$ cat src/source/dcache_cfg_pkg.sv
package dcache_cfg_pkg;

    localparam int WAYS = 2;
    localparam int SETS = 16;
    localparam int LINE_WORDS = 4;
    localparam int BYTES_PER_WORD = 4;

    localparam int WAY_BITS = $clog2(WAYS);
    localparam int INDEX_BITS = $clog2(SETS);
    localparam int OFFSET_BITS = $clog2(LINE_WORDS);
    localparam int ALIGN_BITS = $clog2(BYTES_PER_WORD);
    localparam int TAG_BITS = 32 - INDEX_BITS - OFFSET_BITS - ALIGN_BITS;

    typedef logic [8*BYTES_PER_WORD-1:0] word_t;
    // any bit set marks a store
    typedef logic [BYTES_PER_WORD-1:0] strobe_t;
    typedef logic [WAY_BITS-1:0] way_t;
    typedef logic [INDEX_BITS-1:0] index_t;
    typedef logic [OFFSET_BITS-1:0] offset_t;
    typedef logic [TAG_BITS-1:0] tag_t;

    typedef struct packed {
        tag_t                  tag;
        index_t                index;
        offset_t               offset;
        logic [ALIGN_BITS-1:0] align;
    } addr_t;

endpackage

$ cat src/source/dcache_miss_if.sv
interface dcache_miss_if
    import dcache_cfg_pkg::*;
();

    logic   miss;
    index_t index;
    tag_t   tag;
    way_t   victim_way;
    tag_t   victim_tag;
    logic   victim_dirty;
    // last refill beat written
    logic   fill_done;

    modport lookup (
        output miss, index, tag, victim_way, victim_tag, victim_dirty,
        input  fill_done
    );

    modport ctrl (
        input  miss, index, tag, victim_way, victim_tag, victim_dirty,
        output fill_done
    );

endinterface

$ cat src/source/dcache_ram_port_if.sv
interface dcache_ram_port_if
    import dcache_cfg_pkg::*;
();

    logic    en;
    way_t    way;
    index_t  index;
    offset_t offset;
    strobe_t strobe;
    word_t   wdata;
    word_t   rdata;

    modport requester (
        output en, way, index, offset, strobe, wdata,
        input  rdata
    );

    modport ram (
        input  en, way, index, offset, strobe, wdata,
        output rdata
    );

endinterface

$ cat src/source/dcache_lookup.sv
module dcache_lookup
    import dcache_cfg_pkg::*;
(
    input  logic    clk,
    input  logic    resetn,
    input  logic    req_valid,
    input  addr_t   req_addr,
    input  strobe_t req_strobe,
    input  word_t   req_wdata,
    output logic    addr_ok,
    output logic    data_ok,
    dcache_miss_if.lookup        miss,
    dcache_ram_port_if.requester ram
);

    // held request
    logic    held_valid;
    addr_t   held_addr;
    strobe_t held_strobe;
    word_t   held_wdata;

    // meta arrays
    logic [WAYS-1:0][SETS-1:0] line_valid;
    logic [WAYS-1:0][SETS-1:0] line_dirty;
    way_t [SETS-1:0]           plru;
    tag_t                      tag_ram [WAYS][SETS];

    logic [WAYS-1:0] hit_vec;
    logic            hit;
    way_t            hit_way;
    way_t            victim;
    index_t          idx;
    logic            data_ok_q;

    assign idx = held_addr.index;
    assign victim = plru[idx];

    always_comb begin
        hit_way = '0;
        for (int w = 0; w < WAYS; w++) begin
            hit_vec[w] = held_valid && line_valid[w][idx] && tag_ram[w][idx] == held_addr.tag;
            if (hit_vec[w]) begin
                hit_way = way_t'(w);
            end
        end
    end

    assign hit = |hit_vec;
    assign addr_ok = !held_valid || hit;
    assign data_ok = data_ok_q;

    always_ff @(posedge clk) begin
        if (resetn) begin
            held_valid <= 1'b0;
            data_ok_q <= 1'b0;
            line_valid <= '0;
            line_dirty <= '0;
            plru <= '0;
        end else begin
            data_ok_q <= hit;
            if (addr_ok) begin
                held_valid <= req_valid;
            end
            if (hit) begin
                plru[idx] <= ~hit_way;
                if (|held_strobe) begin
                    line_dirty[hit_way][idx] <= 1'b1;
                end
            end
            if (miss.fill_done) begin
                line_valid[victim][idx] <= 1'b1;
                line_dirty[victim][idx] <= 1'b0;
                plru[idx] <= ~victim;
            end
        end
    end

    always_ff @(posedge clk) begin
        if (addr_ok && req_valid) begin
            held_addr <= req_addr;
            held_strobe <= req_strobe;
            held_wdata <= req_wdata;
        end
        if (miss.fill_done) begin
            tag_ram[victim][idx] <= held_addr.tag;
        end
    end

    assign miss.miss = held_valid && !hit;
    assign miss.index = idx;
    assign miss.tag = held_addr.tag;
    assign miss.victim_way = victim;
    assign miss.victim_tag = tag_ram[victim][idx];
    assign miss.victim_dirty = line_dirty[victim][idx] && line_valid[victim][idx];

    // hit access on port a
    assign ram.en = hit;
    assign ram.way = hit_way;
    assign ram.index = idx;
    assign ram.offset = held_addr.offset;
    assign ram.strobe = held_strobe;
    assign ram.wdata = held_wdata;

    // refill must never install a tag already present in the other way
    assert property (@(posedge clk) disable iff (resetn) held_valid |-> $onehot0(hit_vec));

endmodule

$ cat src/flat_wrapper.sv
// flat-port wrapper written by rule: the top's interface ports become plain ports
module dcache_lookup_flat import dcache_cfg_pkg::*;
  (clk, resetn, req_valid, req_addr, req_strobe, req_wdata, addr_ok, data_ok, miss_miss, miss_index, miss_tag, miss_victim_way, miss_victim_tag, miss_victim_dirty, miss_fill_done, ram_en, ram_way, ram_index, ram_offset, ram_strobe, ram_wdata, ram_rdata);
  dcache_miss_if miss_i ();
  dcache_ram_port_if ram_i ();
  input  logic clk;
  input  logic resetn;
  input  logic req_valid;
  input  addr_t req_addr;
  input  strobe_t req_strobe;
  input  word_t req_wdata;
  output logic addr_ok;
  output logic data_ok;
  output wire logic [$bits(miss_i.miss)-1:0] miss_miss;
  output wire logic [$bits(miss_i.index)-1:0] miss_index;
  output wire logic [$bits(miss_i.tag)-1:0] miss_tag;
  output wire logic [$bits(miss_i.victim_way)-1:0] miss_victim_way;
  output wire logic [$bits(miss_i.victim_tag)-1:0] miss_victim_tag;
  output wire logic [$bits(miss_i.victim_dirty)-1:0] miss_victim_dirty;
  input wire logic [$bits(miss_i.fill_done)-1:0] miss_fill_done;
  output wire logic [$bits(ram_i.en)-1:0] ram_en;
  output wire logic [$bits(ram_i.way)-1:0] ram_way;
  output wire logic [$bits(ram_i.index)-1:0] ram_index;
  output wire logic [$bits(ram_i.offset)-1:0] ram_offset;
  output wire logic [$bits(ram_i.strobe)-1:0] ram_strobe;
  output wire logic [$bits(ram_i.wdata)-1:0] ram_wdata;
  input wire logic [$bits(ram_i.rdata)-1:0] ram_rdata;
  assign miss_miss = miss_i.miss;
  assign miss_index = miss_i.index;
  assign miss_tag = miss_i.tag;
  assign miss_victim_way = miss_i.victim_way;
  assign miss_victim_tag = miss_i.victim_tag;
  assign miss_victim_dirty = miss_i.victim_dirty;
  assign miss_i.fill_done = miss_fill_done;
  assign ram_en = ram_i.en;
  assign ram_way = ram_i.way;
  assign ram_index = ram_i.index;
  assign ram_offset = ram_i.offset;
  assign ram_strobe = ram_i.strobe;
  assign ram_wdata = ram_i.wdata;
  assign ram_i.rdata = ram_rdata;
  dcache_lookup u_core (.clk(clk), .resetn(resetn), .req_valid(req_valid), .req_addr(req_addr), .req_strobe(req_strobe), .req_wdata(req_wdata), .addr_ok(addr_ok), .data_ok(data_ok), .miss(miss_i), .ram(ram_i));
endmodule
$ cat config.mk
export PLATFORM = sky130hd
export DESIGN_NAME = dcache_lookup_flat
export DESIGN_NICKNAME = d
export VERILOG_FILES = /design/src/source/dcache_cfg_pkg.sv /design/src/source/dcache_miss_if.sv /design/src/source/dcache_ram_port_if.sv /design/src/source/dcache_lookup.sv /design/src/flat_wrapper.sv
export SDC_FILE = /design/constraint.sdc
export NUM_CORES = 1
export LEC_CHECK = 0
export BUFFER_PORTS_ARGS = -buffer_cell sky130_fd_sc_hd__buf_4
export CAP_MARGIN = 20
export CORE_UTILIZATION = 60
export CTS_BUF_LIST = sky130_fd_sc_hd__clkbuf_2
export DETAILED_ROUTE_END_ITERATION = 10
export PLACE_DENSITY = 0.78
export SYNTH_ARGS = -nofsm -noshare
export SYNTH_HDL_FRONTEND = slang
export SYNTH_SLANG_ARGS = --single-unit
$ cat constraint.sdc
create_clock -name clk -period 9.5 [get_ports clk]
set_clock_uncertainty 0.2 [all_clocks]
set_input_delay 2.375 -clock clk [delete_from_list [all_inputs] [get_ports clk]]
set_output_delay 2.375 -clock clk [all_outputs]
set_load 0.01 [all_outputs]
======== Yosys cells after proc, flatten, opt, wreduce, memory -nomap -nowiden ========
Memory sizes are Yosys's and may differ from the RTL's.
Index checks and enable logic that the tools add are counted.
storage, ports and cells
  memories ................................ 1
  bits in registers ....................... 148
  logic and storage cells ................. 104
  bits in writable memories ............... 768
  output and inout bits ................... 101
  input bits .............................. 104
cells by class
  mux-type cells .......................... 43
  reduce and logical (&&, ||, !) cells .... 16
  equal/unequal tests ..................... 2
  magnitude comparators ................... 8
  bitwise operators ....................... 7
memory list
  name            depth  width  rd ports  clocked after memory_dff  write ports  line                 source
  u_core.tag_ram  2      384    3         0                         1            dcache_lookup.sv:26  tag_t tag_ram [WAYS][SETS];
operators with widths
  operator                                                                             count
  384-bit two-way mux                                                                  1
  24-bit binary-select mux with 4-bit select                                           3
  24-bit two-way mux                                                                   7
  16-bit two-way mux                                                                   9
  32-bit two-way mux                                                                   4
  24-bit demux with 4-bit select                                                       1
  32-bit OR                                                                            2
  24-bit equality test                                                                 2
  32-bit bitwise AND                                                                   1
  16-bit bitwise mux                                                                   2
  16-bit demux with 1-bit select                                                       2
  32-bit inverter                                                                      1
  1-bit binary-select mux with 4-bit select                                            5
  1-bit logical AND                                                                    11
  1-bit two-way mux                                                                    8
  5-bit greater-or-equal comparator, second input constant                             1
  4-bit by 5-bit < comparator with 1-bit output, second input constant                 1
  5-bit by 1-bit < comparator with 1-bit output, second input constant                 1
  4-bit inverter with 5-bit output                                                     1
  1-bit demux with 4-bit select                                                        1
  4-bit by 1-bit greater-or-equal comparator with 1-bit output, second input constant  1
  1-bit by 2-bit < comparator with 1-bit output, second input constant                 2
  4-bit OR reduction                                                                   1
  1-bit greater-or-equal comparator, second input constant                             2
  4 further kinds                                                                      6

======== Depth between registers and ports, before layout ========
  depth after elaboration ................. 17
  gate-level depth with buffers ........... 15
  gate-level depth less buffers ........... 8

======== Worst setup path after synthesis ========
No wires, ideal clock.
  path type ............................... reg2reg
  start ................................... reg u_core.held_addr, in the netlist u_core.miss.index[1]
  end ..................................... reg u_core.held_addr, in the netlist u_core.miss.index[0], enable pin
  arrival time ............................ 7.833 ns
  setup time .............................. 0.592 ns
  setup slack ............................. 0.875 ns
  cell stages (with the launch flop) ...... 12
  clock period less this slack ............ 8.625 ns
  path buffers ............................ 3
  required time ........................... 8.708 ns
  cells stage by stage .................... edfxtp_1 -> buf_6 -> buf_2 -> buf_2 -> mux2i_1 -> nor3_1 -> a311oi_1 -> a311oi_1 -> or4_4 -> nor4_4 -> a32oi_1 -> a21boi_0
between the ends
  word-level cells in the longest chain between the ends .. 9
  elaborated cells on any way between the ends .. 20
  classes of those cells .................. 2 x eq/ne; 10 x mux; 1 x bitwise; 7 x reduce/logical
RTL lines
  what                                                    line                 source
  from (decl)                                             dcache_lookup.sv:18  addr_t held_addr;
  from (signal assigned)                                  dcache_lookup.sv:80  held_addr <= req_addr;
  4-bit inverter with 5-bit output (implied by the code)  dcache_lookup.sv:41  hit_vec[w] = held_valid && line_valid[w][idx] && tag_ram[w][idx] == held_addr.tag;
  24-bit binary-select mux with 4-bit select              dcache_lookup.sv:41
  24-bit two-way mux (implied by the code) (2 in series)  dcache_lookup.sv:41
  24-bit equality test                                    dcache_lookup.sv:41
  1-bit logical AND                                       dcache_lookup.sv:41
  2-bit OR reduction (*)                                  dcache_lookup.sv:48  assign hit = |hit_vec;
  1-bit logical OR (*)                                    dcache_lookup.sv:49  assign addr_ok = !held_valid || hit;
  1-bit logical AND (*)                                   dcache_lookup.sv:79  if (addr_ok && req_valid) begin
Every way passes the cells marked *; elsewhere a longest branch is shown, timed or not. The select of a mux whose other input is x is not followed.
A chain may end at the register's enable or synchronous reset.

======== Worst setup path after layout ========
  start ................................... reg u_core.held_addr, in the netlist u_core.miss.index[1]
  end ..................................... out miss_victim_dirty
between the ends
  word-level cells in the longest chain between the ends .. 7
  elaborated cells on any way between the ends .. 11
  classes of those cells .................. 10 x mux; 1 x reduce/logical
RTL lines
  what                                                    line                 source
  1-bit binary-select mux with 4-bit select               dcache_lookup.sv:36  assign victim = plru[idx];
  1-bit two-way mux (implied by the code)                 dcache_lookup.sv:36
  16-bit two-way mux (implied by the code) (2 in series)  dcache_lookup.sv:94  assign miss.victim_dirty = line_dirty[victim][idx] && line_valid[victim][idx];
  1-bit binary-select mux with 4-bit select               dcache_lookup.sv:94
  1-bit two-way mux (implied by the code)                 dcache_lookup.sv:94
  1-bit logical AND (*)                                   dcache_lookup.sv:94
  to (decl)                                               flat_wrapper.sv:19   output wire logic [$bits(miss_i.victim_dirty)-1:0] miss_victim_dirty;
Marked as above.

==> results.toml <==
[clock_network]
clock_sinks = 916
cts_inserted_buffers = 217
clk_pin_slew_ns = 0.10
cts_tree = "built"
cts-root-buf = "clkbuf_2"
clockBufferDepth = 3
h-tree-depth = 4
cts_hold_buf = 0
post_cts_buffers = 0
ctsResizeCount = 0
clk_latency_ns = 1.51

[timing]
setup_viol = 0
hold_violations = 0
fin_hold_ws_ns = 0.263
fin_crit_ns = 9.12
timing.slew.headroom_pct = 20.8
grt_setup_unrepaired = "false"
fin_ws_ns = 0.385
finalMaxSlewViolations = 0
finalSetupTns_ns = 0
post-route-period-util_pct = 95.9
max_freq_mhz = 110
tightest_slew_ns = 1.17

[final_layout]
area_growth_pct = 11.7
stdcell_count = 3592
fin_area_um2 = 43300
layout-drive-gt1-share_pct = 32.9
final_nets = 2677
final_common_cell = "edfxtp_1"
layout_common_cells = "edfxtp_1 (834), clkbuf_2 (315), buf_4 (253)"
utilization_pct = 68.3

[pwr]
p_leak_nw = 15.0
ir_drop_v = 0.000113
power.total_mw = 7.78
p_per_area_nw_per_um2 = 180

[placement]
dpl.hpwl_um = 66100
dp.cells = 3199
post-place-ws_ns = 1.95
place.gp.congestion = 0.970
port_buffers = 170
place_area_um2 = 41200

[grt]
overflow = 0
antenna_found_initial = 2
grt_pass1_wl_um = 161000
grt_max_degree = 100
grt_pass1_vias = 24100
gr-usage-all-layers_pct = 34.5

[critical_path]
start_kind = "register"
end_kind = "output port"
crit_arrival_ns = 6.54
timing.critical_path.required_ns = 6.93
crit_top_cell = "buf_4"
crit_slowest_cell = "edfxtp_1"
crit_type = "reg -> out"
r2r_cells = 11
cp_max_fo = 45
slowest_delay_ns = 0.92
crit_chain = "buf_4, mux4_2, mux2i_1, mux2_4, buf_4, mux4_2, mux2i_1, nor3_1, or4_1, buf_4"

[logic_synthesis]
ys_warn_count = 0
synth.net_count = 2335
synth_area_um2 = 38800
yosysTopAreaCell = "edfxtp_1"
synth_cell_types = 87
synth.top_cell.area_share_pct = 64.6
yosysSeqAreaShare_pct = 68.8
syn_area_per_cell_um2 = 17.4
synth.area.top_cells = "edfxtp_1 (65%), mux4_2 (11%), dfxtp_1 (4.2%)"
ys_seq_elements = 916
synth_edf_count = 834
async_reset_ff_share_pct = 0
ys.flop_type = "edfxtp_1"
synth_cells = 2231

[route]
wl_um = 112000
vias_per_cell = 6.75
avgRoutedWirePerCell_um = 31.2
drc = 0
via_count = 24300
antenna_left = 0
drt_iter0_markers = 3817
dr.pass1.iters = 8

[run]
cap_violations = 0

[floorplanning]
dieHeight_um = 256
rows = 92
die_x_um = 256
dieArea_um2 = 65600
core_um2 = 63400
ios = 205
initial_core_util_pct = 61.1

[hold_path]
hold_path_class = "reg -> reg"
whs_path_depth = 2

[run_status]
status = "finished, final reports clean"
[Yosys cell counts, types with 17 or more instances]
master / instances
edfxtp_1: 834
buf_6: 20
o21a_1: 18
nor3_1: 18
nor2b_1: 21
clkbuf_1: 35
o21ai_0: 35
xnor2_1: 37
buf_2: 47
a21oi_1: 40
mux2i_1: 148
xor2_1: 17
nand2_1: 121
buf_4: 17
mux4_2: 190
nor2_1: 150
mux2_2: 42
a22oi_1: 22
a211oi_1: 22
inv_1: 38
a311oi_1: 30
o22ai_1: 23
nand4_1: 26
dfxtp_1: 82
[logic make-up (layout without fill, tap and decap cells)]
family                 count (synthesis)  in the layout  synth area share (%)
flip-flops                           916            916                  68.8
AND/OR/NAND/NOR                      400            400                  4.78
multiplexers                         391            391                  16.8
AO/OA/AOI/OAI                        291            291                  5.61
buffers and inverters                179            693                  2.74
XOR/XNOR                              54             54                  1.22
other                                  0              1                     0
[metal layers]
metal / vias up / GRT usage, % / wire, um
li1: 9831 / - / -
met1: 12100 / 45.1 / 39100
met2: 1972 / 52.2 / 51800
met3: 389 / 10.8 / 15200
met4: 2 / 18.7 / 5930
met5: - / 0 / 7
[state kept, by name, summed over array words and instances (netlist names)]
register	count
u_core.data_ok	1
u_core.ram.wdata	32
u_core.miss.index	4
u_core.miss.tag	24
u_core.line_dirty	32
u_core.held_valid	1
u_core.ram.strobe	4
u_core.line_valid	32
u_core.plru	16
u_core.tag_ram	768
u_core.ram.offset	2
[critical path, delay by kind of cell (launching register included)]
family | cells | cell delay, ns
flops | 1 | 0.92
mux | 5 | 2.43
buf+inv | 3 | 1.00
simple gates | 2 | 0.71
[power by group]
| part | total (mW) | switching, mW | internal, mW |
|---|---|---|---|
| Combinational | 0.702 | 0.441 | 0.261 |
| Clock | 2.61 | 1.57 | 1.05 |
| Sequential | 4.46 | 0.0257 | 4.44 |
| Total | 7.78 | 2.03 | 5.74 |
[final cells by class]
cell class | instances | area [um2]
antenna | 1 | 2.50
clock buffer | 315 | 1580
clock inverter | 76 | 478
fill | 4228 | 20100
inverter | 41 | 156
multi-input combinational | 1136 | 11300
sequential | 916 | 26700
tap | 846 | 1060
timing repair buffer | 261 | 2070
[path summary, 6_finish.rpt]
check | slack [ns] | start | end
setup / recovery | 0.38 | u_core.miss.index[1]$_DFFE_PP_ | miss_victim_dirty
hold / removal | 0.26 | u_core.line_dirty[22]$_SDFF_PP0_ | u_core.line_dirty[22]$_SDFF_PP0_
setup reg to reg | 3.60 | u_core.miss.index[1]$_DFFE_PP_ | u_core.miss.tag[0]$_DFFE_PP_
hold reg to reg | 0.26 | u_core.line_dirty[22]$_SDFF_PP0_ | u_core.line_dirty[22]$_SDFF_PP0_
Power figures use the tool's default switching activity.
