$ cat src/source/dcache_cfg_pkg.sv
package dcache_cfg_pkg;

    localparam int WAYS = 2;
    localparam int SETS = 16;
    localparam int LINE_WORDS = 4;
    localparam int BYTES_PER_WORD = 4;

    localparam int WAY_BITS = $clog2(WAYS);
    localparam int INDEX_BITS = $clog2(SETS);
    localparam int OFFSET_BITS = $clog2(LINE_WORDS);
    localparam int ALIGN_BITS = $clog2(BYTES_PER_WORD);
    localparam int TAG_BITS = 32 - INDEX_BITS - OFFSET_BITS - ALIGN_BITS;

    typedef logic [8*BYTES_PER_WORD-1:0] word_t;
    // any bit set marks a store
    typedef logic [BYTES_PER_WORD-1:0] strobe_t;
    typedef logic [WAY_BITS-1:0] way_t;
    typedef logic [INDEX_BITS-1:0] index_t;
    typedef logic [OFFSET_BITS-1:0] offset_t;
    typedef logic [TAG_BITS-1:0] tag_t;

    typedef struct packed {
        tag_t                  tag;
        index_t                index;
        offset_t               offset;
        logic [ALIGN_BITS-1:0] align;
    } addr_t;

endpackage

$ cat src/source/dcache_ctrl_pkg.sv
package dcache_ctrl_pkg;

    // one beat per line word
    localparam int BURST_LEN = dcache_cfg_pkg::LINE_WORDS;

    // counter needs one extra step for the read latency during eviction
    localparam int BEAT_BITS = $clog2(BURST_LEN) + 1;
    localparam logic [BEAT_BITS-1:0] READ_STEPS = BEAT_BITS'(BURST_LEN);

    typedef enum logic [1:0] {
        IDLE,
        EVICT_READ,
        WRITEBACK,
        FETCH
    } miss_state_t;

endpackage

$ cat src/source/dcache_miss_if.sv
interface dcache_miss_if
    import dcache_cfg_pkg::*;
();

    logic   miss;
    index_t index;
    tag_t   tag;
    way_t   victim_way;
    tag_t   victim_tag;
    logic   victim_dirty;
    // last refill beat written
    logic   fill_done;

    modport lookup (
        output miss, index, tag, victim_way, victim_tag, victim_dirty,
        input  fill_done
    );

    modport ctrl (
        input  miss, index, tag, victim_way, victim_tag, victim_dirty,
        output fill_done
    );

endinterface

$ cat src/source/dcache_ram_port_if.sv
interface dcache_ram_port_if
    import dcache_cfg_pkg::*;
();

    logic    en;
    way_t    way;
    index_t  index;
    offset_t offset;
    strobe_t strobe;
    word_t   wdata;
    word_t   rdata;

    modport requester (
        output en, way, index, offset, strobe, wdata,
        input  rdata
    );

    modport ram (
        input  en, way, index, offset, strobe, wdata,
        output rdata
    );

endinterface

$ cat src/source/dcache_miss_ctrl.sv
module dcache_miss_ctrl
    import dcache_cfg_pkg::*, dcache_ctrl_pkg::*;
(
    input  logic  clk,
    input  logic  resetn,
    dcache_miss_if.ctrl          miss,
    dcache_ram_port_if.requester ram,
    output logic  mem_valid,
    output logic  mem_is_write,
    output addr_t mem_addr,
    output word_t mem_wdata,
    input  logic  mem_ready,
    input  word_t mem_rdata,
    input  logic  mem_last
);

    miss_state_t          state;
    logic [BEAT_BITS-1:0] cnt;
    offset_t              cnt_ofs;
    logic                 beat_done;
    word_t                line_buf [LINE_WORDS];

    assign cnt_ofs = offset_t'(cnt);
    assign beat_done = mem_valid && mem_ready;

    always_ff @(posedge clk) begin
        if (resetn) begin
            state <= IDLE;
            cnt <= '0;
        end else begin
            case (state)
                IDLE: begin
                    cnt <= '0;
                    if (miss.miss) begin
                        state <= miss.victim_dirty ? EVICT_READ : FETCH;
                    end
                end
                EVICT_READ: begin
                    cnt <= cnt + 1'b1;
                    if (cnt == READ_STEPS) begin
                        state <= WRITEBACK;
                        cnt <= '0;
                    end
                end
                WRITEBACK, FETCH: begin
                    if (beat_done) begin
                        cnt <= cnt + 1'b1;
                        if (mem_last) begin
                            state <= (state == WRITEBACK) ? FETCH : IDLE;
                            cnt <= '0;
                        end
                    end
                end
                default: begin
                    state <= IDLE;
                end
            endcase
        end
    end

    // victim word arrives one cycle after its read
    always_ff @(posedge clk) begin
        if (state == EVICT_READ && cnt != '0) begin
            line_buf[offset_t'(cnt - 1'b1)] <= ram.rdata;
        end
    end

    // port b reads the victim, then writes refill beats
    assign ram.en = (state == EVICT_READ && cnt != READ_STEPS) || (state == FETCH && beat_done);
    assign ram.way = miss.victim_way;
    assign ram.index = miss.index;
    assign ram.offset = cnt_ofs;
    assign ram.strobe = {BYTES_PER_WORD{state == FETCH}};
    assign ram.wdata = mem_rdata;

    assign miss.fill_done = state == FETCH && beat_done && mem_last;

    assign mem_valid = state == WRITEBACK || state == FETCH;
    assign mem_is_write = state == WRITEBACK;
    assign mem_wdata = line_buf[cnt_ofs];

    // line address with offset 0
    always_comb begin
        mem_addr = '0;
        mem_addr.tag = (state == WRITEBACK) ? miss.victim_tag : miss.tag;
        mem_addr.index = miss.index;
    end

    // bus in use only while lookup holds a miss
    assert property (@(posedge clk) disable iff (resetn)
        mem_valid |-> miss.miss);

    // bus request held steady through a stall
    assert property (@(posedge clk) disable iff (resetn)
        mem_valid && !mem_ready |=> mem_valid && $stable(mem_addr)
            && $stable(mem_is_write) && $stable(mem_wdata));

endmodule

$ cat src/flat_wrapper.sv
// flat-port wrapper written by rule: the top's interface ports become plain ports
module dcache_miss_ctrl_flat import dcache_cfg_pkg::*, dcache_ctrl_pkg::*;
  (clk, resetn, mem_valid, mem_is_write, mem_addr, mem_wdata, mem_ready, mem_rdata, mem_last, miss_miss, miss_index, miss_tag, miss_victim_way, miss_victim_tag, miss_victim_dirty, miss_fill_done, ram_en, ram_way, ram_index, ram_offset, ram_strobe, ram_wdata, ram_rdata);
  dcache_miss_if miss_i ();
  dcache_ram_port_if ram_i ();
  input  logic clk;
  input  logic resetn;
  output logic mem_valid;
  output logic mem_is_write;
  output addr_t mem_addr;
  output word_t mem_wdata;
  input  logic mem_ready;
  input  word_t mem_rdata;
  input  logic mem_last;
  input wire logic [$bits(miss_i.miss)-1:0] miss_miss;
  input wire logic [$bits(miss_i.index)-1:0] miss_index;
  input wire logic [$bits(miss_i.tag)-1:0] miss_tag;
  input wire logic [$bits(miss_i.victim_way)-1:0] miss_victim_way;
  input wire logic [$bits(miss_i.victim_tag)-1:0] miss_victim_tag;
  input wire logic [$bits(miss_i.victim_dirty)-1:0] miss_victim_dirty;
  output wire logic [$bits(miss_i.fill_done)-1:0] miss_fill_done;
  output wire logic [$bits(ram_i.en)-1:0] ram_en;
  output wire logic [$bits(ram_i.way)-1:0] ram_way;
  output wire logic [$bits(ram_i.index)-1:0] ram_index;
  output wire logic [$bits(ram_i.offset)-1:0] ram_offset;
  output wire logic [$bits(ram_i.strobe)-1:0] ram_strobe;
  output wire logic [$bits(ram_i.wdata)-1:0] ram_wdata;
  input wire logic [$bits(ram_i.rdata)-1:0] ram_rdata;
  assign miss_i.miss = miss_miss;
  assign miss_i.index = miss_index;
  assign miss_i.tag = miss_tag;
  assign miss_i.victim_way = miss_victim_way;
  assign miss_i.victim_tag = miss_victim_tag;
  assign miss_i.victim_dirty = miss_victim_dirty;
  assign miss_fill_done = miss_i.fill_done;
  assign ram_en = ram_i.en;
  assign ram_way = ram_i.way;
  assign ram_index = ram_i.index;
  assign ram_offset = ram_i.offset;
  assign ram_strobe = ram_i.strobe;
  assign ram_wdata = ram_i.wdata;
  assign ram_i.rdata = ram_rdata;
  dcache_miss_ctrl u_core (.clk(clk), .resetn(resetn), .miss(miss_i), .ram(ram_i), .mem_valid(mem_valid), .mem_is_write(mem_is_write), .mem_addr(mem_addr), .mem_wdata(mem_wdata), .mem_ready(mem_ready), .mem_rdata(mem_rdata), .mem_last(mem_last));
endmodule
$ cat config.mk
export PLATFORM = sky130hd
export DESIGN_NAME = dcache_miss_ctrl_flat
export DESIGN_NICKNAME = d
export VERILOG_FILES = /design/src/source/dcache_cfg_pkg.sv /design/src/source/dcache_ctrl_pkg.sv /design/src/source/dcache_miss_if.sv /design/src/source/dcache_ram_port_if.sv /design/src/source/dcache_miss_ctrl.sv /design/src/flat_wrapper.sv
export SDC_FILE = /design/constraint.sdc
export NUM_CORES = 1
export LEC_CHECK = 0
export BUFFER_PORTS_ARGS = -buffer_cell sky130_fd_sc_hd__buf_2
export CORE_ASPECT_RATIO = 0.8
export CORE_MARGIN = 2
export CORE_UTILIZATION = 41
export DETAILED_ROUTE_END_ITERATION = 16
export GPL_TIMING_DRIVEN = 0
export PLACE_DENSITY = 0.69
export SYNTH_ARGS = -nofsm -noshare
export SYNTH_HDL_FRONTEND = slang
export SYNTH_SLANG_ARGS = --single-unit
$ cat constraint.sdc
create_clock -name clk -period 3.1 [get_ports clk]
set_input_delay 0.31 -clock clk [delete_from_list [all_inputs] [get_ports clk]]
set_output_delay 0.31 -clock clk [all_outputs]
set_load 0.005 [all_outputs]
### Word-level counts from Yosys, hierarchy flattened

Memory sizes are Yosys's and may differ from the RTL's. A register that Yosys moved wholly into a read port is not among the register bits.
Index checks and enable logic that the tools add are counted.

* add/subtract/negate cells: 2
* multiply operators: 0
* div/mod/pow operators: 0
* magnitude comparators: 0
* equality and inequality tests: 9
* shift operators: 0
* mux-type cells: 16
* bitwise operators: 0
* reduce and logical (&&, ||, !) cells: 11

Operator list (number)
* $mux 24: 1
* $mux 2: 8
* $mux 3: 3
* $pmux 3 s3: 1
* $pmux 2 s3: 1
* $logic_and 1x1->1: 5
* $eq 2x2->1 const B: 2
* $ne 2x1->1 const B: 2
* $ne 2x2->1 const B: 2
* $reduce_and 4->1: 1
* $add 3x1->3 const B: 1
* $eq 3x3->1 const B: 1
* $ne 3x3->1 const B: 1
* $reduce_bool 3->1: 1
* $eq 2x1->1 const B: 1
* $logic_not 2->1: 1
* $logic_or 1x1->1: 2
* $mux 1: 2
* $reduce_or 2->1: 1
* $sub 2x1->2 const B: 1

* bits in registers: 5
* bits in latches: 0
* RAM bits: 128
* memory bits (read-only): 0
* bits of input ports: 123
* memories kept: 1

Memories
* u_core.line_buf: words 4, width 32, read ports 1, clocked after memory_dff 1, write ports 1, line dcache_miss_ctrl.sv:21 `word_t line_buf [LINE_WORDS];`

### Longest topological paths before layout

Gate-level depths: netlist of run 1.

* word-level depth: 7
* gate-level depth with buffers: 6

### Worst setup path after synthesis of run 1

No wires, ideal clock.

* path kind: register to register
* from: register u_core.cnt[0]
* to: memory u_core.line_buf[0][0] in the netlist's numbering, enable pin
* arrival: 2235 ps
* path slack: 444 ps
* stages on the path, launching flop included: 6
* path buffers: 0
* cell sequence: dfxtp_1 > inv_1 > ha_1 > inv_1 > o21ai_0 > nor2_1

* word-level cells in the longest chain between the ends: 4
* elaborated cells on any way between the ends: 5

RTL lines
* start, declared: line dcache_miss_ctrl.sv:18 `logic [BEAT_BITS-1:0] cnt;`
* start signal, assigned: line dcache_miss_ctrl.sv:39 `cnt <= cnt + 1'b1;`
* start signal, assigned: line dcache_miss_ctrl.sv:47 `cnt <= cnt + 1'b1;`
* $reduce_bool 3->1: line dcache_miss_ctrl.sv:63 `if (state == EVICT_READ && cnt != '0) begin`
* $logic_and 1x1->1: line dcache_miss_ctrl.sv:63
* $mux 1: line dcache_miss_ctrl.sv:63
* $mux 1 (not written as such): line dcache_miss_ctrl.sv:64 `line_buf[offset_t'(cnt - 1'b1)] <= ram.rdata;`
* end, declared: line dcache_miss_ctrl.sv:21

Several ways; a longest one is shown, not always the timed one.

### Worst setup path after layout of run 1

* from: register u_core.cnt[0]
* to: memory u_core.line_buf[1][18] in the netlist's numbering, enable pin

Same word-level chain as after synthesis.

==> impl_metrics.xml, run 1 <==
<?xml version="1.0" encoding="UTF-8"?>
<metrics>
  <group name="clock_network">
    <metric name="numCtsBuffers" unit="">17</metric>
    <metric name="post-cts-setup-buffer-count" unit="">0</metric>
    <metric name="postCtsHoldBufs" unit="">0</metric>
    <metric name="clockBufferDepth" unit="">2</metric>
    <metric name="clockRootBuffer" unit="">sky130_fd_sc_hd__clkbuf_16</metric>
    <metric name="tritoncts" unit="">built</metric>
    <metric name="clkLatencyLatePin" unit="ns">0.41</metric>
    <metric name="htree_num_levels" unit="">4</metric>
    <metric name="clk_transition_reported_paths" unit="ns">0.06</metric>
    <metric name="number_of_gates_resized_after_cts" unit="">0</metric>
    <metric name="cts.sinks" unit="">135</metric>
  </group>
  <group name="routing">
    <metric name="met3RoutedLength" unit="µm">742</metric>
    <metric name="routed_wirelength" unit="µm">12580</metric>
    <metric name="via_count" unit="">3424</metric>
    <metric name="wl_met2" unit="µm">6739</metric>
    <metric name="drt_first_iter_violations" unit="">131</metric>
    <metric name="drt.antenna.violating_nets" unit="">0</metric>
    <metric name="route.detailed.vias_per_inst" unit="">4.782</metric>
    <metric name="wirelength_met1" unit="µm">4948</metric>
    <metric name="route.top_layer_used" unit="">met4</metric>
    <metric name="wl_per_cell" unit="µm">17.56</metric>
    <metric name="drt_pre_antenna_iters" unit="">4</metric>
    <metric name="route.detailed.drc" unit="">0</metric>
  </group>
  <group name="global_route">
    <metric name="first_pass_grt_wire_length" unit="µm">18980</metric>
    <metric name="global_routing_usage_summed_across_all_routing_layers" unit="%">16.84</metric>
    <metric name="grt_max_degree" unit="">33</metric>
    <metric name="first_global_vias" unit="">3690</metric>
    <metric name="overflow" unit="">0</metric>
    <metric name="grt_antenna_before_repair" unit="">0</metric>
  </group>
  <group name="critical_path">
    <metric name="reg2reg_setup_slack" unit="ns">0.77</metric>
    <metric name="worstSetupStartpoint" unit="">u_core.cnt[0]$_SDFFE_PP0N_</metric>
    <metric name="cp_startpoint_kind" unit="">register</metric>
    <metric name="critical_path.max_stage_delay" unit="ns">0.59</metric>
    <metric name="worst-path-max-fanout" unit="">18</metric>
    <metric name="rr_worst_depth" unit="">6</metric>
    <metric name="critPathKind" unit="">register to register</metric>
    <metric name="path_cells" unit="">inv_1, ha_1, inv_1, o21ai_0, nor2_4, buf_16</metric>
    <metric name="crit_buf_inv" unit="">3</metric>
    <metric name="critical_path.reg2reg.startpoint" unit="">u_core.cnt[0]$_SDFFE_PP0N_</metric>
    <metric name="worstSetupEndpoint" unit="">u_core.line_buf[1][18]$_DFFE_PP_</metric>
    <metric name="number_of_gates_on_the_worst_path_with_buffers_counted" unit="">6</metric>
    <metric name="critical_path_required" unit="ns">3.21</metric>
    <metric name="crit_path_most_repeated_cell" unit="">sky130_fd_sc_hd__inv_1</metric>
    <metric name="critical_path.reg2reg.endpoint" unit="">u_core.line_buf[1][18]$_DFFE_PP_</metric>
    <metric name="worstPathArrival" unit="ns">2.44</metric>
    <metric name="critPathTopFamily" unit="">simple AND/OR/NAND/NOR gates</metric>
    <metric name="cp-end-kind" unit="">register</metric>
    <metric name="slowest_stage" unit="">sky130_fd_sc_hd__nor2_4</metric>
  </group>
  <group name="floorplan">
    <metric name="dieArea" unit="mm²">0.01518</metric>
    <metric name="initial_core_util" unit="%">42.40</metric>
    <metric name="fp.dieW" unit="µm">137.3</metric>
    <metric name="boundaryPins" unit="">234</metric>
    <metric name="floorplan.die.height" unit="µm">110.6</metric>
    <metric name="placementRows" unit="">38</metric>
    <metric name="core-area" unit="mm²">0.01374</metric>
  </group>
  <group name="finish">
    <metric name="drive_above_1_share" unit="%">65.11</metric>
    <metric name="nets_finish" unit="">656</metric>
    <metric name="flow.area_growth_from_synthesis" unit="%">32.71</metric>
    <metric name="final-instance-count-excl-fill" unit="">716</metric>
    <metric name="num_antenna_cells" unit="">0</metric>
    <metric name="fin_area" unit="mm²">0.007731</metric>
  </group>
  <group name="job">
    <metric name="cap_viol_max_count" unit="">0</metric>
  </group>
  <group name="placed_design">
    <metric name="post_place_cell_area" unit="mm²">0.007129</metric>
    <metric name="place.detailed.hpwl" unit="µm">8843</metric>
    <metric name="placement.io_buffers" unit="">192</metric>
    <metric name="gp_congestion" unit="">0.7797</metric>
    <metric name="placedCellCount" unit="">684</metric>
    <metric name="place_ws" unit="ns">0.7429</metric>
  </group>
  <group name="power_and_ir_drop">
    <metric name="ir_drop" unit="µV">410.1</metric>
    <metric name="power.leakage" unit="nW">3.035</metric>
    <metric name="powerDensity" unit="mW/mm²">651.3</metric>
  </group>
  <group name="hold_path">
    <metric name="hold_start" unit="">ram_rdata[22]</metric>
    <metric name="hold_class" unit="">primary input to register</metric>
  </group>
  <group name="logic_synthesis">
    <metric name="syn-cell-area" unit="mm²">0.005826</metric>
    <metric name="combinational_family_with_the_most_area_after_synthesis" unit="">multiplexers</metric>
    <metric name="syn_area_per_cell" unit="µm²">19.04</metric>
    <metric name="synth_area_leaders" unit="">sky130_fd_sc_hd__edfxtp_1 (66%), sky130_fd_sc_hd__mux4_2 (12%), sky130_fd_sc_hd__buf_4 (6.6%), sky130_fd_sc_hd__mux2_2 (4.6%), sky130_fd_sc_hd__dfxtp_1 (2.4%)</metric>
    <metric name="yosys_top_cell_by_area" unit="">sky130_fd_sc_hd__edfxtp_1</metric>
    <metric name="fraction_of_the_yosys_area_taken_by_sequential_cells" unit="%">68.38</metric>
    <metric name="synthMostInstantiatedCell" unit="">sky130_fd_sc_hd__edfxtp_1</metric>
    <metric name="synth_fa_ha_area_share" unit="%">2.148</metric>
    <metric name="synth_simple_gate_area_share" unit="%">1.289</metric>
    <metric name="ys_dominant_reg_cell" unit="">sky130_fd_sc_hd__edfxtp_1</metric>
    <metric name="ys_top_cells_by_count" unit="">sky130_fd_sc_hd__edfxtp_1 (128), sky130_fd_sc_hd__buf_4 (51), sky130_fd_sc_hd__mux4_2 (32)</metric>
    <metric name="ys_seq_elements" unit="">135</metric>
    <metric name="async_flop_share" unit="%">0</metric>
    <metric name="ys_warns" unit="">0</metric>
    <metric name="postSynthCellCount" unit="">306</metric>
    <metric name="synth_mux_area_share" unit="%">17.44</metric>
    <metric name="synth_top_area_share" unit="%">65.98</metric>
    <metric name="synth_edf_count" unit="">128</metric>
    <metric name="synth_cell_type_count" unit="">30</metric>
    <metric name="post_synth_xor_area_fraction" unit="%">0</metric>
    <metric name="synth_compound_area_share" unit="%">2.577</metric>
  </group>
  <group name="sta">
    <metric name="worst_max_slew_pin_slew" unit="ns">0.9264</metric>
    <metric name="whs" unit="ns">0.1142</metric>
    <metric name="fmax" unit="MHz">428.6</metric>
    <metric name="post-route-worst-setup-slack" unit="ns">0.7667</metric>
    <metric name="timing.clock.skew" unit="ns">0.01087</metric>
    <metric name="count_of_final_setup_violators" unit="">0</metric>
    <metric name="setup_tns_after_final_layout" unit="ns">0</metric>
    <metric name="timing.final.max_slew_violations" unit="">0</metric>
    <metric name="rsz0062_at_grt" unit="">false</metric>
    <metric name="post_layout_min_period" unit="ns">2.333</metric>
    <metric name="worst_slew_margin_rel" unit="%">38.24</metric>
    <metric name="final_count_of_hold_timing_violations" unit="">0</metric>
    <metric name="timing.final.crit_share" unit="%">75.27</metric>
  </group>
  <group name="status">
    <metric name="result_of_the_run" unit="">finished clean</metric>
  </group>
</metrics>
layout make-up:
type / count / area, µm²
multi-input combinational: 103 / 1405
buffer: 60 / 430.4
clock buffer: 18 / 429.2
clock inverter: 14 / 172.7
timing repair buffer: 195 / 1044
fill: 1092 / 6010
sequential: 135 / 3984
inverter: 11 / 41.29
tap: 180 / 225.2
registers in the layout (all words and copies together), names as in the netlist, named ones only:
register / flops
u_core.line_buf: 128
u_core.cnt: 3
u_core.state: 2
worst min-delay path by stage:
stage / cells past startpoint / slack [ns] / to
5_1_grt: 1 / 0.10 / u_core.line_buf[3][19]$_DFFE_PP_
6_report: 1 / 0.11 / u_core.line_buf[1][22]$_DFFE_PP_
3_5_place_dp: 2 / 0.50 / u_core.state[0]$_SDFFE_PP0P_
3_3_place_gp: 2 / 0.51 / u_core.state[0]$_SDFFE_PP0P_
2_1_floorplan: 1 / 0.38 / u_core.cnt[2]$_SDFFE_PP0N_
4_1_cts: 1 / 0.10 / u_core.line_buf[3][25]$_DFFE_PP_
worst register-to-register path: stages, from the launching register on:
cell	delay (ns)
sky130_fd_sc_hd__dfxtp_1	0.47
sky130_fd_sc_hd__inv_1	0.14
sky130_fd_sc_hd__ha_1	0.25
sky130_fd_sc_hd__inv_1	0.05
sky130_fd_sc_hd__o21ai_0	0.27
sky130_fd_sc_hd__nor2_4	0.59
sky130_fd_sc_hd__buf_16	0.25
per-layer routing:
metal	global-route usage (%)	vias up
li1	-	1578
met1	19.96	1697
met2	29.92	136
met3	4.224	13
met4	4.948	0
met5	0	-
layout by cell type (no fill, tap or decap):
| cell type | n |
|---|---|
| sky130_fd_sc_hd__o21ba_4 | 1 |
| sky130_fd_sc_hd__o21bai_1 | 2 |
| sky130_fd_sc_hd__a2111oi_4 | 1 |
| sky130_fd_sc_hd__buf_16 | 3 |
| sky130_fd_sc_hd__inv_1 | 11 |
| sky130_fd_sc_hd__clkinvlp_4 | 3 |
| sky130_fd_sc_hd__nor2_4 | 3 |
| sky130_fd_sc_hd__nand2_1 | 3 |
| sky130_fd_sc_hd__and3_2 | 2 |
| sky130_fd_sc_hd__clkinv_1 | 2 |
| sky130_fd_sc_hd__a21boi_2 | 1 |
| sky130_fd_sc_hd__o2111ai_1 | 4 |
| sky130_fd_sc_hd__o21ba_2 | 1 |
| sky130_fd_sc_hd__mux2_4 | 1 |
| sky130_fd_sc_hd__a21oi_1 | 3 |
| sky130_fd_sc_hd__buf_1 | 3 |
| sky130_fd_sc_hd__edfxtp_1 | 128 |
| sky130_fd_sc_hd__a31oi_1 | 1 |
| sky130_fd_sc_hd__buf_2 | 197 |
| sky130_fd_sc_hd__conb_1 | 4 |
| sky130_fd_sc_hd__buf_6 | 1 |
| sky130_fd_sc_hd__inv_6 | 4 |
| sky130_fd_sc_hd__or2_2 | 1 |
| sky130_fd_sc_hd__buf_4 | 51 |
| sky130_fd_sc_hd__nor2_1 | 2 |
| sky130_fd_sc_hd__bufinv_16 | 3 |
| sky130_fd_sc_hd__clkbuf_1 | 1 |
| sky130_fd_sc_hd__mux4_2 | 32 |
| sky130_fd_sc_hd__o21ai_0 | 1 |
| sky130_fd_sc_hd__mux2_2 | 24 |
| sky130_fd_sc_hd__ha_1 | 10 |
| sky130_fd_sc_hd__clkinv_4 | 2 |
| sky130_fd_sc_hd__a21o_2 | 1 |
| sky130_fd_sc_hd__dfxtp_1 | 7 |
| sky130_fd_sc_hd__nand2b_1 | 3 |
| sky130_fd_sc_hd__mux2i_1 | 1 |
| sky130_fd_sc_hd__nor2b_1 | 1 |
| sky130_fd_sc_hd__clkbuf_16 | 17 |
stage by stage:
| stage | utilization, % | power, mW |
|---|---|---|
| finish | 56.26 | 5.035 |
| global route | 56.26 | 5.253 |
| floorplan | - | 2.704 |
| global placement | 51.11 | 3.042 |
| CTS | 56.26 | 5.086 |
| detailed placement | 51.88 | 3.059 |
cell families after synthesis:
family	Yosys count
AOI/OAI and AO/OA	16
adders and majority gates	10
buffers and inverters	71
DFF	135
muxes	58
other	1
and+or+nand+nor	15
report_power, final:
part           switching (mW)  internal, mW  leakage [nW]
logic                   0.429         0.549          1.55
clock network           0.753          1.27         0.283
registers              0.0204          2.01          1.21
total                    1.20          3.83          3.03
(Power assumes the default switching activity.)
==> run 2: changes to the inputs <==
--- a/config.mk
+++ b/config.mk
@@ -11,7 +11,7 @@
 export CORE_UTILIZATION = 41
 export DETAILED_ROUTE_END_ITERATION = 16
 export GPL_TIMING_DRIVEN = 0
-export PLACE_DENSITY = 0.69
+export PLACE_DENSITY = 0.72
 export SYNTH_ARGS = -nofsm -noshare
 export SYNTH_HDL_FRONTEND = slang
 export SYNTH_SLANG_ARGS = --single-unit
==> constraint.sdc (replaced) <==
create_clock -name clk -period 1.9 [get_ports clk]
set_input_delay 0.19 -clock clk [delete_from_list [all_inputs] [get_ports clk]]
set_output_delay 0.19 -clock clk [all_outputs]
set_load 0.005 [all_outputs]
==> impl_metrics.xml, run 2 (same netlist as run 1, synthesis figures left out) <==
<?xml version="1.0" encoding="UTF-8"?>
<metrics>
  <group name="floorplan">
    <metric name="fp.dieW" unit="µm">137.3</metric>
    <metric name="initial_core_util" unit="%">42.40</metric>
    <metric name="dieArea" unit="mm²">0.01518</metric>
    <metric name="core-area" unit="mm²">0.01374</metric>
    <metric name="boundaryPins" unit="">234</metric>
    <metric name="placementRows" unit="">38</metric>
    <metric name="floorplan.die.height" unit="µm">110.6</metric>
  </group>
  <group name="finish">
    <metric name="registers.top_by_ff_count" unit="">u_core.line_buf</metric>
    <metric name="fin_area" unit="mm²">0.008622</metric>
    <metric name="filler_cell_count" unit="">997</metric>
    <metric name="nets_finish" unit="">706</metric>
    <metric name="drive_above_1_share" unit="%">65.64</metric>
    <metric name="largest_registers" unit="">u_core.line_buf (128), u_core.cnt (3), u_core.state (2)</metric>
    <metric name="mostFrequentLayoutCell" unit="">sky130_fd_sc_hd__buf_2</metric>
    <metric name="final_core_utilization" unit="%">62.75</metric>
    <metric name="num_antenna_cells" unit="">0</metric>
    <metric name="flow.area_growth_from_synthesis" unit="%">48.00</metric>
    <metric name="layout.cells.most_common_list" unit="">sky130_fd_sc_hd__buf_2 (172), sky130_fd_sc_hd__edfxtp_1 (128), sky130_fd_sc_hd__buf_4 (67)</metric>
    <metric name="largest_register_ffs" unit="">128</metric>
  </group>
  <group name="power_and_ir_drop">
    <metric name="power.leakage" unit="nW">3.447</metric>
    <metric name="pwr-share-comb" unit="%">27.2</metric>
    <metric name="p_total" unit="mW">9.092</metric>
    <metric name="power_frac_seq" unit="%">36.7</metric>
    <metric name="total_switching_power" unit="mW">2.170</metric>
    <metric name="ir_drop" unit="µV">636.2</metric>
    <metric name="clock_power_share" unit="%">36.1</metric>
    <metric name="powerDensity" unit="mW/mm²">1055</metric>
    <metric name="intPower" unit="mW">6.922</metric>
    <metric name="swShare" unit="%">23.87</metric>
  </group>
  <group name="clock_network">
    <metric name="htree_num_levels" unit="">4</metric>
    <metric name="tritoncts" unit="">built</metric>
    <metric name="numCtsBuffers" unit="">17</metric>
    <metric name="clockBufferDepth" unit="">2</metric>
    <metric name="clockRootBuffer" unit="">sky130_fd_sc_hd__clkbuf_16</metric>
    <metric name="clk_transition_reported_paths" unit="ns">0.06</metric>
    <metric name="cts.sinks" unit="">135</metric>
    <metric name="clkLatencyLatePin" unit="ns">0.40</metric>
  </group>
  <group name="critical_path">
    <metric name="slowest_stage" unit="">sky130_fd_sc_hd__mux4_2</metric>
    <metric name="path_cells" unit="">buf_12, buf_12, buf_16, mux4_2, buf_2</metric>
    <metric name="critPathKind" unit="">register to output port</metric>
    <metric name="critical_path.reg2reg.startpoint" unit="">u_core.state[0]$_SDFFE_PP0P_</metric>
    <metric name="crit_path_most_repeated_cell" unit="">sky130_fd_sc_hd__buf_12</metric>
    <metric name="critical_path.reg2reg.endpoint" unit="">u_core.state[1]$_SDFFE_PP0P_</metric>
    <metric name="cp-end-kind" unit="">output port</metric>
    <metric name="critical_path_required" unit="ns">1.71</metric>
    <metric name="cp_startpoint_kind" unit="">register</metric>
    <metric name="reg2reg_setup_slack" unit="ns">0</metric>
    <metric name="rr_worst_depth" unit="">7</metric>
    <metric name="worstPathArrival" unit="ns">1.76</metric>
    <metric name="worst-path-max-fanout" unit="">7</metric>
    <metric name="critical_path.max_stage_delay" unit="ns">0.50</metric>
  </group>
  <group name="status">
    <metric name="result_of_the_run" unit="">complete, but fails checks</metric>
    <metric name="violations" unit="">setup timing</metric>
  </group>
  <group name="sta">
    <metric name="post-route-worst-setup-slack" unit="ns">-0.04701</metric>
    <metric name="timing.final.crit_share" unit="%">102.5</metric>
    <metric name="worst_slew_margin_rel" unit="%">64.94</metric>
    <metric name="worst_max_slew_pin_slew" unit="ns">0.5260</metric>
    <metric name="count_of_final_setup_violators" unit="">6</metric>
    <metric name="whs" unit="ns">0.01475</metric>
    <metric name="timing.final.max_slew_violations" unit="">0</metric>
    <metric name="final_count_of_hold_timing_violations" unit="">0</metric>
    <metric name="rsz0062_at_grt" unit="">true</metric>
    <metric name="post_layout_min_period" unit="ns">1.947</metric>
    <metric name="timing.clock.skew" unit="ns">0.008748</metric>
    <metric name="fmax" unit="MHz">513.6</metric>
  </group>
  <group name="placed_design">
    <metric name="place_ws" unit="ns">-0.3687</metric>
    <metric name="placement.io_buffers" unit="">192</metric>
    <metric name="post_place_cell_area" unit="mm²">0.007107</metric>
    <metric name="gp_congestion" unit="">0.7345</metric>
    <metric name="place.detailed.hpwl" unit="µm">8513</metric>
  </group>
  <group name="routing">
    <metric name="route.detailed.drc" unit="">0</metric>
    <metric name="drt_pre_antenna_iters" unit="">6</metric>
    <metric name="drt.antenna.violating_nets" unit="">0</metric>
    <metric name="via_count" unit="">3624</metric>
    <metric name="route.detailed.vias_per_inst" unit="">4.737</metric>
    <metric name="wl_per_cell" unit="µm">17.08</metric>
    <metric name="drt_first_iter_violations" unit="">168</metric>
    <metric name="routed_wirelength" unit="µm">13070</metric>
  </group>
  <group name="hold_path">
    <metric name="hold_start" unit="">ram_rdata[27]</metric>
    <metric name="hold_end" unit="">u_core.line_buf[3][27]$_DFFE_PP_</metric>
    <metric name="hold_class" unit="">primary input to register</metric>
    <metric name="hold_depth" unit="">1</metric>
  </group>
  <group name="global_route">
    <metric name="first_pass_grt_wire_length" unit="µm">19890</metric>
    <metric name="grt_antenna_before_repair" unit="">0</metric>
    <metric name="global_routing_usage_summed_across_all_routing_layers" unit="%">17.31</metric>
    <metric name="grt_max_degree" unit="">33</metric>
    <metric name="first_global_vias" unit="">3878</metric>
    <metric name="overflow" unit="">0</metric>
  </group>
  <group name="job">
    <metric name="cap_viol_max_count" unit="">0</metric>
  </group>
</metrics>
[run 2: cell count changes in the layout (fill, tap and decap cells not counted), moves of 4 or more]
cell,delta
sky130_fd_sc_hd__buf_2,-25
sky130_fd_sc_hd__buf_12,+12
sky130_fd_sc_hd__dlygate4sd3_1,+29
sky130_fd_sc_hd__dfxtp_2,+4
sky130_fd_sc_hd__mux2_2,-22
sky130_fd_sc_hd__buf_6,+19
sky130_fd_sc_hd__dfxtp_1,-5
sky130_fd_sc_hd__mux2_4,+22
sky130_fd_sc_hd__buf_4,+16
[run 2: final cells by class]
type	count	area, µm²	area share (%)
plain buffers	60	528.0	6.124
multi-input cells	103	1530	17.75
well taps	180	225.2	2.612
inverters	11	43.79	0.5079
flip-flops and latches	135	3993	46.31
clock inverters	14	175.2	2.032
repair buffers	245	1702	19.74
clock buffers	17	425.4	4.934
[run 2: worst max path at each step]
stage	to	slack (ns)	cells past startpoint
after floorplan	u_core.line_buf[0][0]$_DFFE_PP_	-0.29	5
after global placement	u_core.line_buf[0][7]$_DFFE_PP_	-1.08	5
after detailed placement	u_core.line_buf[0][7]$_DFFE_PP_	-0.37	6
after CTS	mem_wdata[25]	-0.08	5
after global routing	mem_wdata[28]	-0.11	5
final	mem_wdata[28]	-0.05	5
[run 2: power groups by stage]
stage                     clock, mW  combinational, mW  sequential, mW
after floorplan                   0               1.04            3.37
after global placement            0               1.59            3.38
after detailed placement          0               1.62            3.38
after CTS                      3.35               2.14            3.33
after global routing           3.46               2.64            3.34
final                          3.28               2.47            3.34
[run 2: metrics by stage]
| stage | TNS [ns] | cells |
|---|---|---|
| 6_report | -0.1927 | 765 |
| 5_1_grt | -0.8759 | 765 |
| 4_1_cts | -0.8569 | 760 |
| 3_5_place_dp | -29.30 | 684 |
| 3_3_place_gp | -123.82 | 681 |
| 2_1_floorplan | -28.14 | 309 |
[run 2: what timing repair did]
item                                    CTS  global route
pin swaps                                 4             2
gates resized for setup                  46            46
endpoints found under the hold margin   113             0
setup buffers                            12             6
endpoints found under the setup margin  184           150
hold buffers                             29             0
cloned                                    4             1
[run 2: per-layer routing]
| layer | vias up | global-route usage, % | share of wire (%) |
|---|---|---|---|
| li1 | 1684 | - | - |
| met3 | 9 | 3.811 | 5.1 |
| met4 | 0 | 4.948 | 0.80 |
| met5 | - | 0 | 0 |
| met2 | 135 | 30.81 | 54 |
| met1 | 1796 | 20.92 | 40 |
[run 2: worst max-delay path: cells and delay by family, from the launching register on]
family / cells / cell delay [ns]
buf+inv: 4 / 0.51
flops: 1 / 0.34
mux: 1 / 0.50
==> run 3: changes to the inputs <==
--- a/config.mk
+++ b/config.mk
@@ -11,7 +11,7 @@
 export CORE_UTILIZATION = 41
 export DETAILED_ROUTE_END_ITERATION = 16
 export GPL_TIMING_DRIVEN = 0
-export PLACE_DENSITY = 0.72
+export PLACE_DENSITY = 0.83
 export SYNTH_ARGS = -nofsm -noshare
 export SYNTH_HDL_FRONTEND = slang
 export SYNTH_SLANG_ARGS = --single-unit
==> impl_metrics.xml, run 3 (same netlist as run 1, synthesis figures left out) <==
<?xml version="1.0" encoding="UTF-8"?>
<metrics>
  <group name="floorplan">
    <metric name="boundaryPins" unit="">234</metric>
    <metric name="dieArea" unit="mm²">0.01518</metric>
    <metric name="placementRows" unit="">38</metric>
    <metric name="initial_core_util" unit="%">42.40</metric>
    <metric name="fp.dieW" unit="µm">137.3</metric>
    <metric name="core-area" unit="mm²">0.01374</metric>
    <metric name="floorplan.die.height" unit="µm">110.6</metric>
  </group>
  <group name="finish">
    <metric name="largest_registers" unit="">u_core.line_buf (128), u_core.cnt (3), u_core.state (2)</metric>
    <metric name="drive_above_1_share" unit="%">65.06</metric>
    <metric name="layout.cells.most_common_list" unit="">sky130_fd_sc_hd__buf_2 (178), sky130_fd_sc_hd__edfxtp_1 (128), sky130_fd_sc_hd__buf_4 (62)</metric>
    <metric name="num_antenna_cells" unit="">0</metric>
    <metric name="nets_finish" unit="">703</metric>
    <metric name="largest_register_ffs" unit="">128</metric>
    <metric name="registers.top_by_ff_count" unit="">u_core.line_buf</metric>
    <metric name="flow.area_growth_from_synthesis" unit="%">45.60</metric>
    <metric name="fin_area" unit="mm²">0.008482</metric>
    <metric name="mostFrequentLayoutCell" unit="">sky130_fd_sc_hd__buf_2</metric>
  </group>
  <group name="routing">
    <metric name="met3RoutedLength" unit="µm">799</metric>
    <metric name="wl_met2" unit="µm">7183</metric>
    <metric name="wirelength_met1" unit="µm">5206</metric>
    <metric name="drt_first_iter_violations" unit="">153</metric>
    <metric name="via_count" unit="">3663</metric>
    <metric name="drt_pre_antenna_iters" unit="">4</metric>
    <metric name="drt.antenna.violating_nets" unit="">0</metric>
    <metric name="wl_per_cell" unit="µm">17.54</metric>
    <metric name="route.detailed.drc" unit="">0</metric>
    <metric name="route.top_layer_used" unit="">met4</metric>
    <metric name="route.detailed.vias_per_inst" unit="">4.813</metric>
    <metric name="routed_wirelength" unit="µm">13350</metric>
  </group>
  <group name="critical_path">
    <metric name="rr_worst_depth" unit="">6</metric>
    <metric name="critPathKind" unit="">register to output port</metric>
    <metric name="cp_startpoint_kind" unit="">register</metric>
    <metric name="worstPathArrival" unit="ns">1.71</metric>
    <metric name="cp-end-kind" unit="">output port</metric>
    <metric name="critical_path_required" unit="ns">1.71</metric>
    <metric name="worst-path-max-fanout" unit="">8</metric>
  </group>
  <group name="sta">
    <metric name="timing.clock.skew" unit="ns">0.006991</metric>
    <metric name="rsz0062_at_grt" unit="">true</metric>
    <metric name="count_of_final_setup_violators" unit="">0</metric>
    <metric name="timing.final.crit_share" unit="%">99.78</metric>
    <metric name="worst_max_slew_pin_slew" unit="ns">0.5219</metric>
    <metric name="final_count_of_hold_timing_violations" unit="">0</metric>
    <metric name="post_layout_min_period" unit="ns">1.896</metric>
    <metric name="fmax" unit="MHz">527.5</metric>
    <metric name="worst_slew_margin_rel" unit="%">65.21</metric>
    <metric name="timing.final.max_slew_violations" unit="">0</metric>
  </group>
  <group name="power_and_ir_drop">
    <metric name="p_total" unit="mW">8.802</metric>
    <metric name="power.leakage" unit="nW">3.367</metric>
    <metric name="powerDensity" unit="mW/mm²">1038</metric>
    <metric name="ir_drop" unit="µV">625.3</metric>
  </group>
  <group name="clock_network">
    <metric name="tritoncts" unit="">built</metric>
    <metric name="htree_num_levels" unit="">4</metric>
    <metric name="clkLatencyLatePin" unit="ns">0.41</metric>
    <metric name="numCtsBuffers" unit="">17</metric>
    <metric name="clockRootBuffer" unit="">sky130_fd_sc_hd__clkbuf_16</metric>
    <metric name="clockBufferDepth" unit="">2</metric>
    <metric name="clk_transition_reported_paths" unit="ns">0.06</metric>
    <metric name="cts.sinks" unit="">135</metric>
  </group>
  <group name="placed_design">
    <metric name="placement.io_buffers" unit="">192</metric>
    <metric name="place.detailed.hpwl" unit="µm">8764</metric>
    <metric name="post_place_cell_area" unit="mm²">0.007107</metric>
    <metric name="gp_congestion" unit="">0.8420</metric>
  </group>
  <group name="status">
    <metric name="result_of_the_run" unit="">finished clean</metric>
  </group>
  <group name="job">
    <metric name="cap_viol_max_count" unit="">0</metric>
  </group>
  <group name="hold_path">
    <metric name="hold_depth" unit="">1</metric>
    <metric name="hold_class" unit="">primary input to register</metric>
  </group>
  <group name="global_route">
    <metric name="grt_max_degree" unit="">33</metric>
    <metric name="overflow" unit="">0</metric>
    <metric name="grt_antenna_before_repair" unit="">0</metric>
    <metric name="global_routing_usage_summed_across_all_routing_layers" unit="%">17.42</metric>
    <metric name="first_global_vias" unit="">3848</metric>
    <metric name="first_pass_grt_wire_length" unit="µm">19820</metric>
  </group>
</metrics>
==> run 3: critical path, stage by stage (launching register included) <==
cell                      delay [ns]
sky130_fd_sc_hd__dfxtp_2        0.34
sky130_fd_sc_hd__buf_12         0.15
sky130_fd_sc_hd__buf_12         0.13
sky130_fd_sc_hd__mux4_2         0.52
sky130_fd_sc_hd__buf_2          0.15
==> run 3: worst paths after layout <==
path | start | end | slack [ns]
max | register | mem_wdata[22] | 0.004
min | ram_rdata[6] | u_core.line_buf[0][6]$_DFFE_PP_ | 0.02
max reg2reg | u_core.state[0]$_SDFFE_PP0P_ | u_core.state[1]$_SDFFE_PP0P_ | 0.08
min reg2reg | u_core.cnt[1]$_SDFFE_PP0N_ | u_core.cnt[1]$_SDFFE_PP0N_ | 0.53
==> run 3: through the flow <==
stage / utilization (%) / setup TNS [ns] / hold slack (ns) / setup WS (ns) / cells
after CTS: 60.25 / -0.5764 / 0.00002090 / -0.07798 / 757
final: 61.73 / 0 / 0.01592 / 0.004141 / 761
after floorplan: - / -28.14 / 0.2594 / -0.2932 / 309
after global placement: 51.17 / -118.91 / 0.4011 / -1.039 / 681
after detailed placement: 51.72 / -27.15 / 0.4076 / -0.3461 / 684
after global routing: 61.73 / -0.7847 / 0.008691 / -0.05096 / 761
==> run 3: final cells by class <==
cell class	count	area (µm²)
multi-input cells	103	1484
inverters	11	43.79
clock buffers	18	429.2
plain buffers	59	508.0
fillers	977	5259
flip-flops and latches	135	3993
well taps	180	225.2
repair buffers	243	1647
clock inverters	12	152.6
==> run 3: where the power goes <==
part,total (mW),internal [mW],switching (mW)
combinational,2.25,1.39,0.858
sequential,3.34,3.30,0.0409
clock,3.21,2.04,1.17
==> run 3: what timing repair did <==
action                                 4_1_cts  5_1_grt
hold buffers                                29        0
pin swaps                                    4        1
setup buffers                               12        3
endpoints found under the hold margin      113        0
resized for setup                           41       33
setup endpoints to repair                  184       77
gates cloned                                 2        3
==> run 3: routing by layer <==
layer	up-vias	GRT usage [%]
li1	1674	-
met1	1822	20.32
met2	148	30.71
met3	19	4.959
met4	0	5.430
met5	-	0
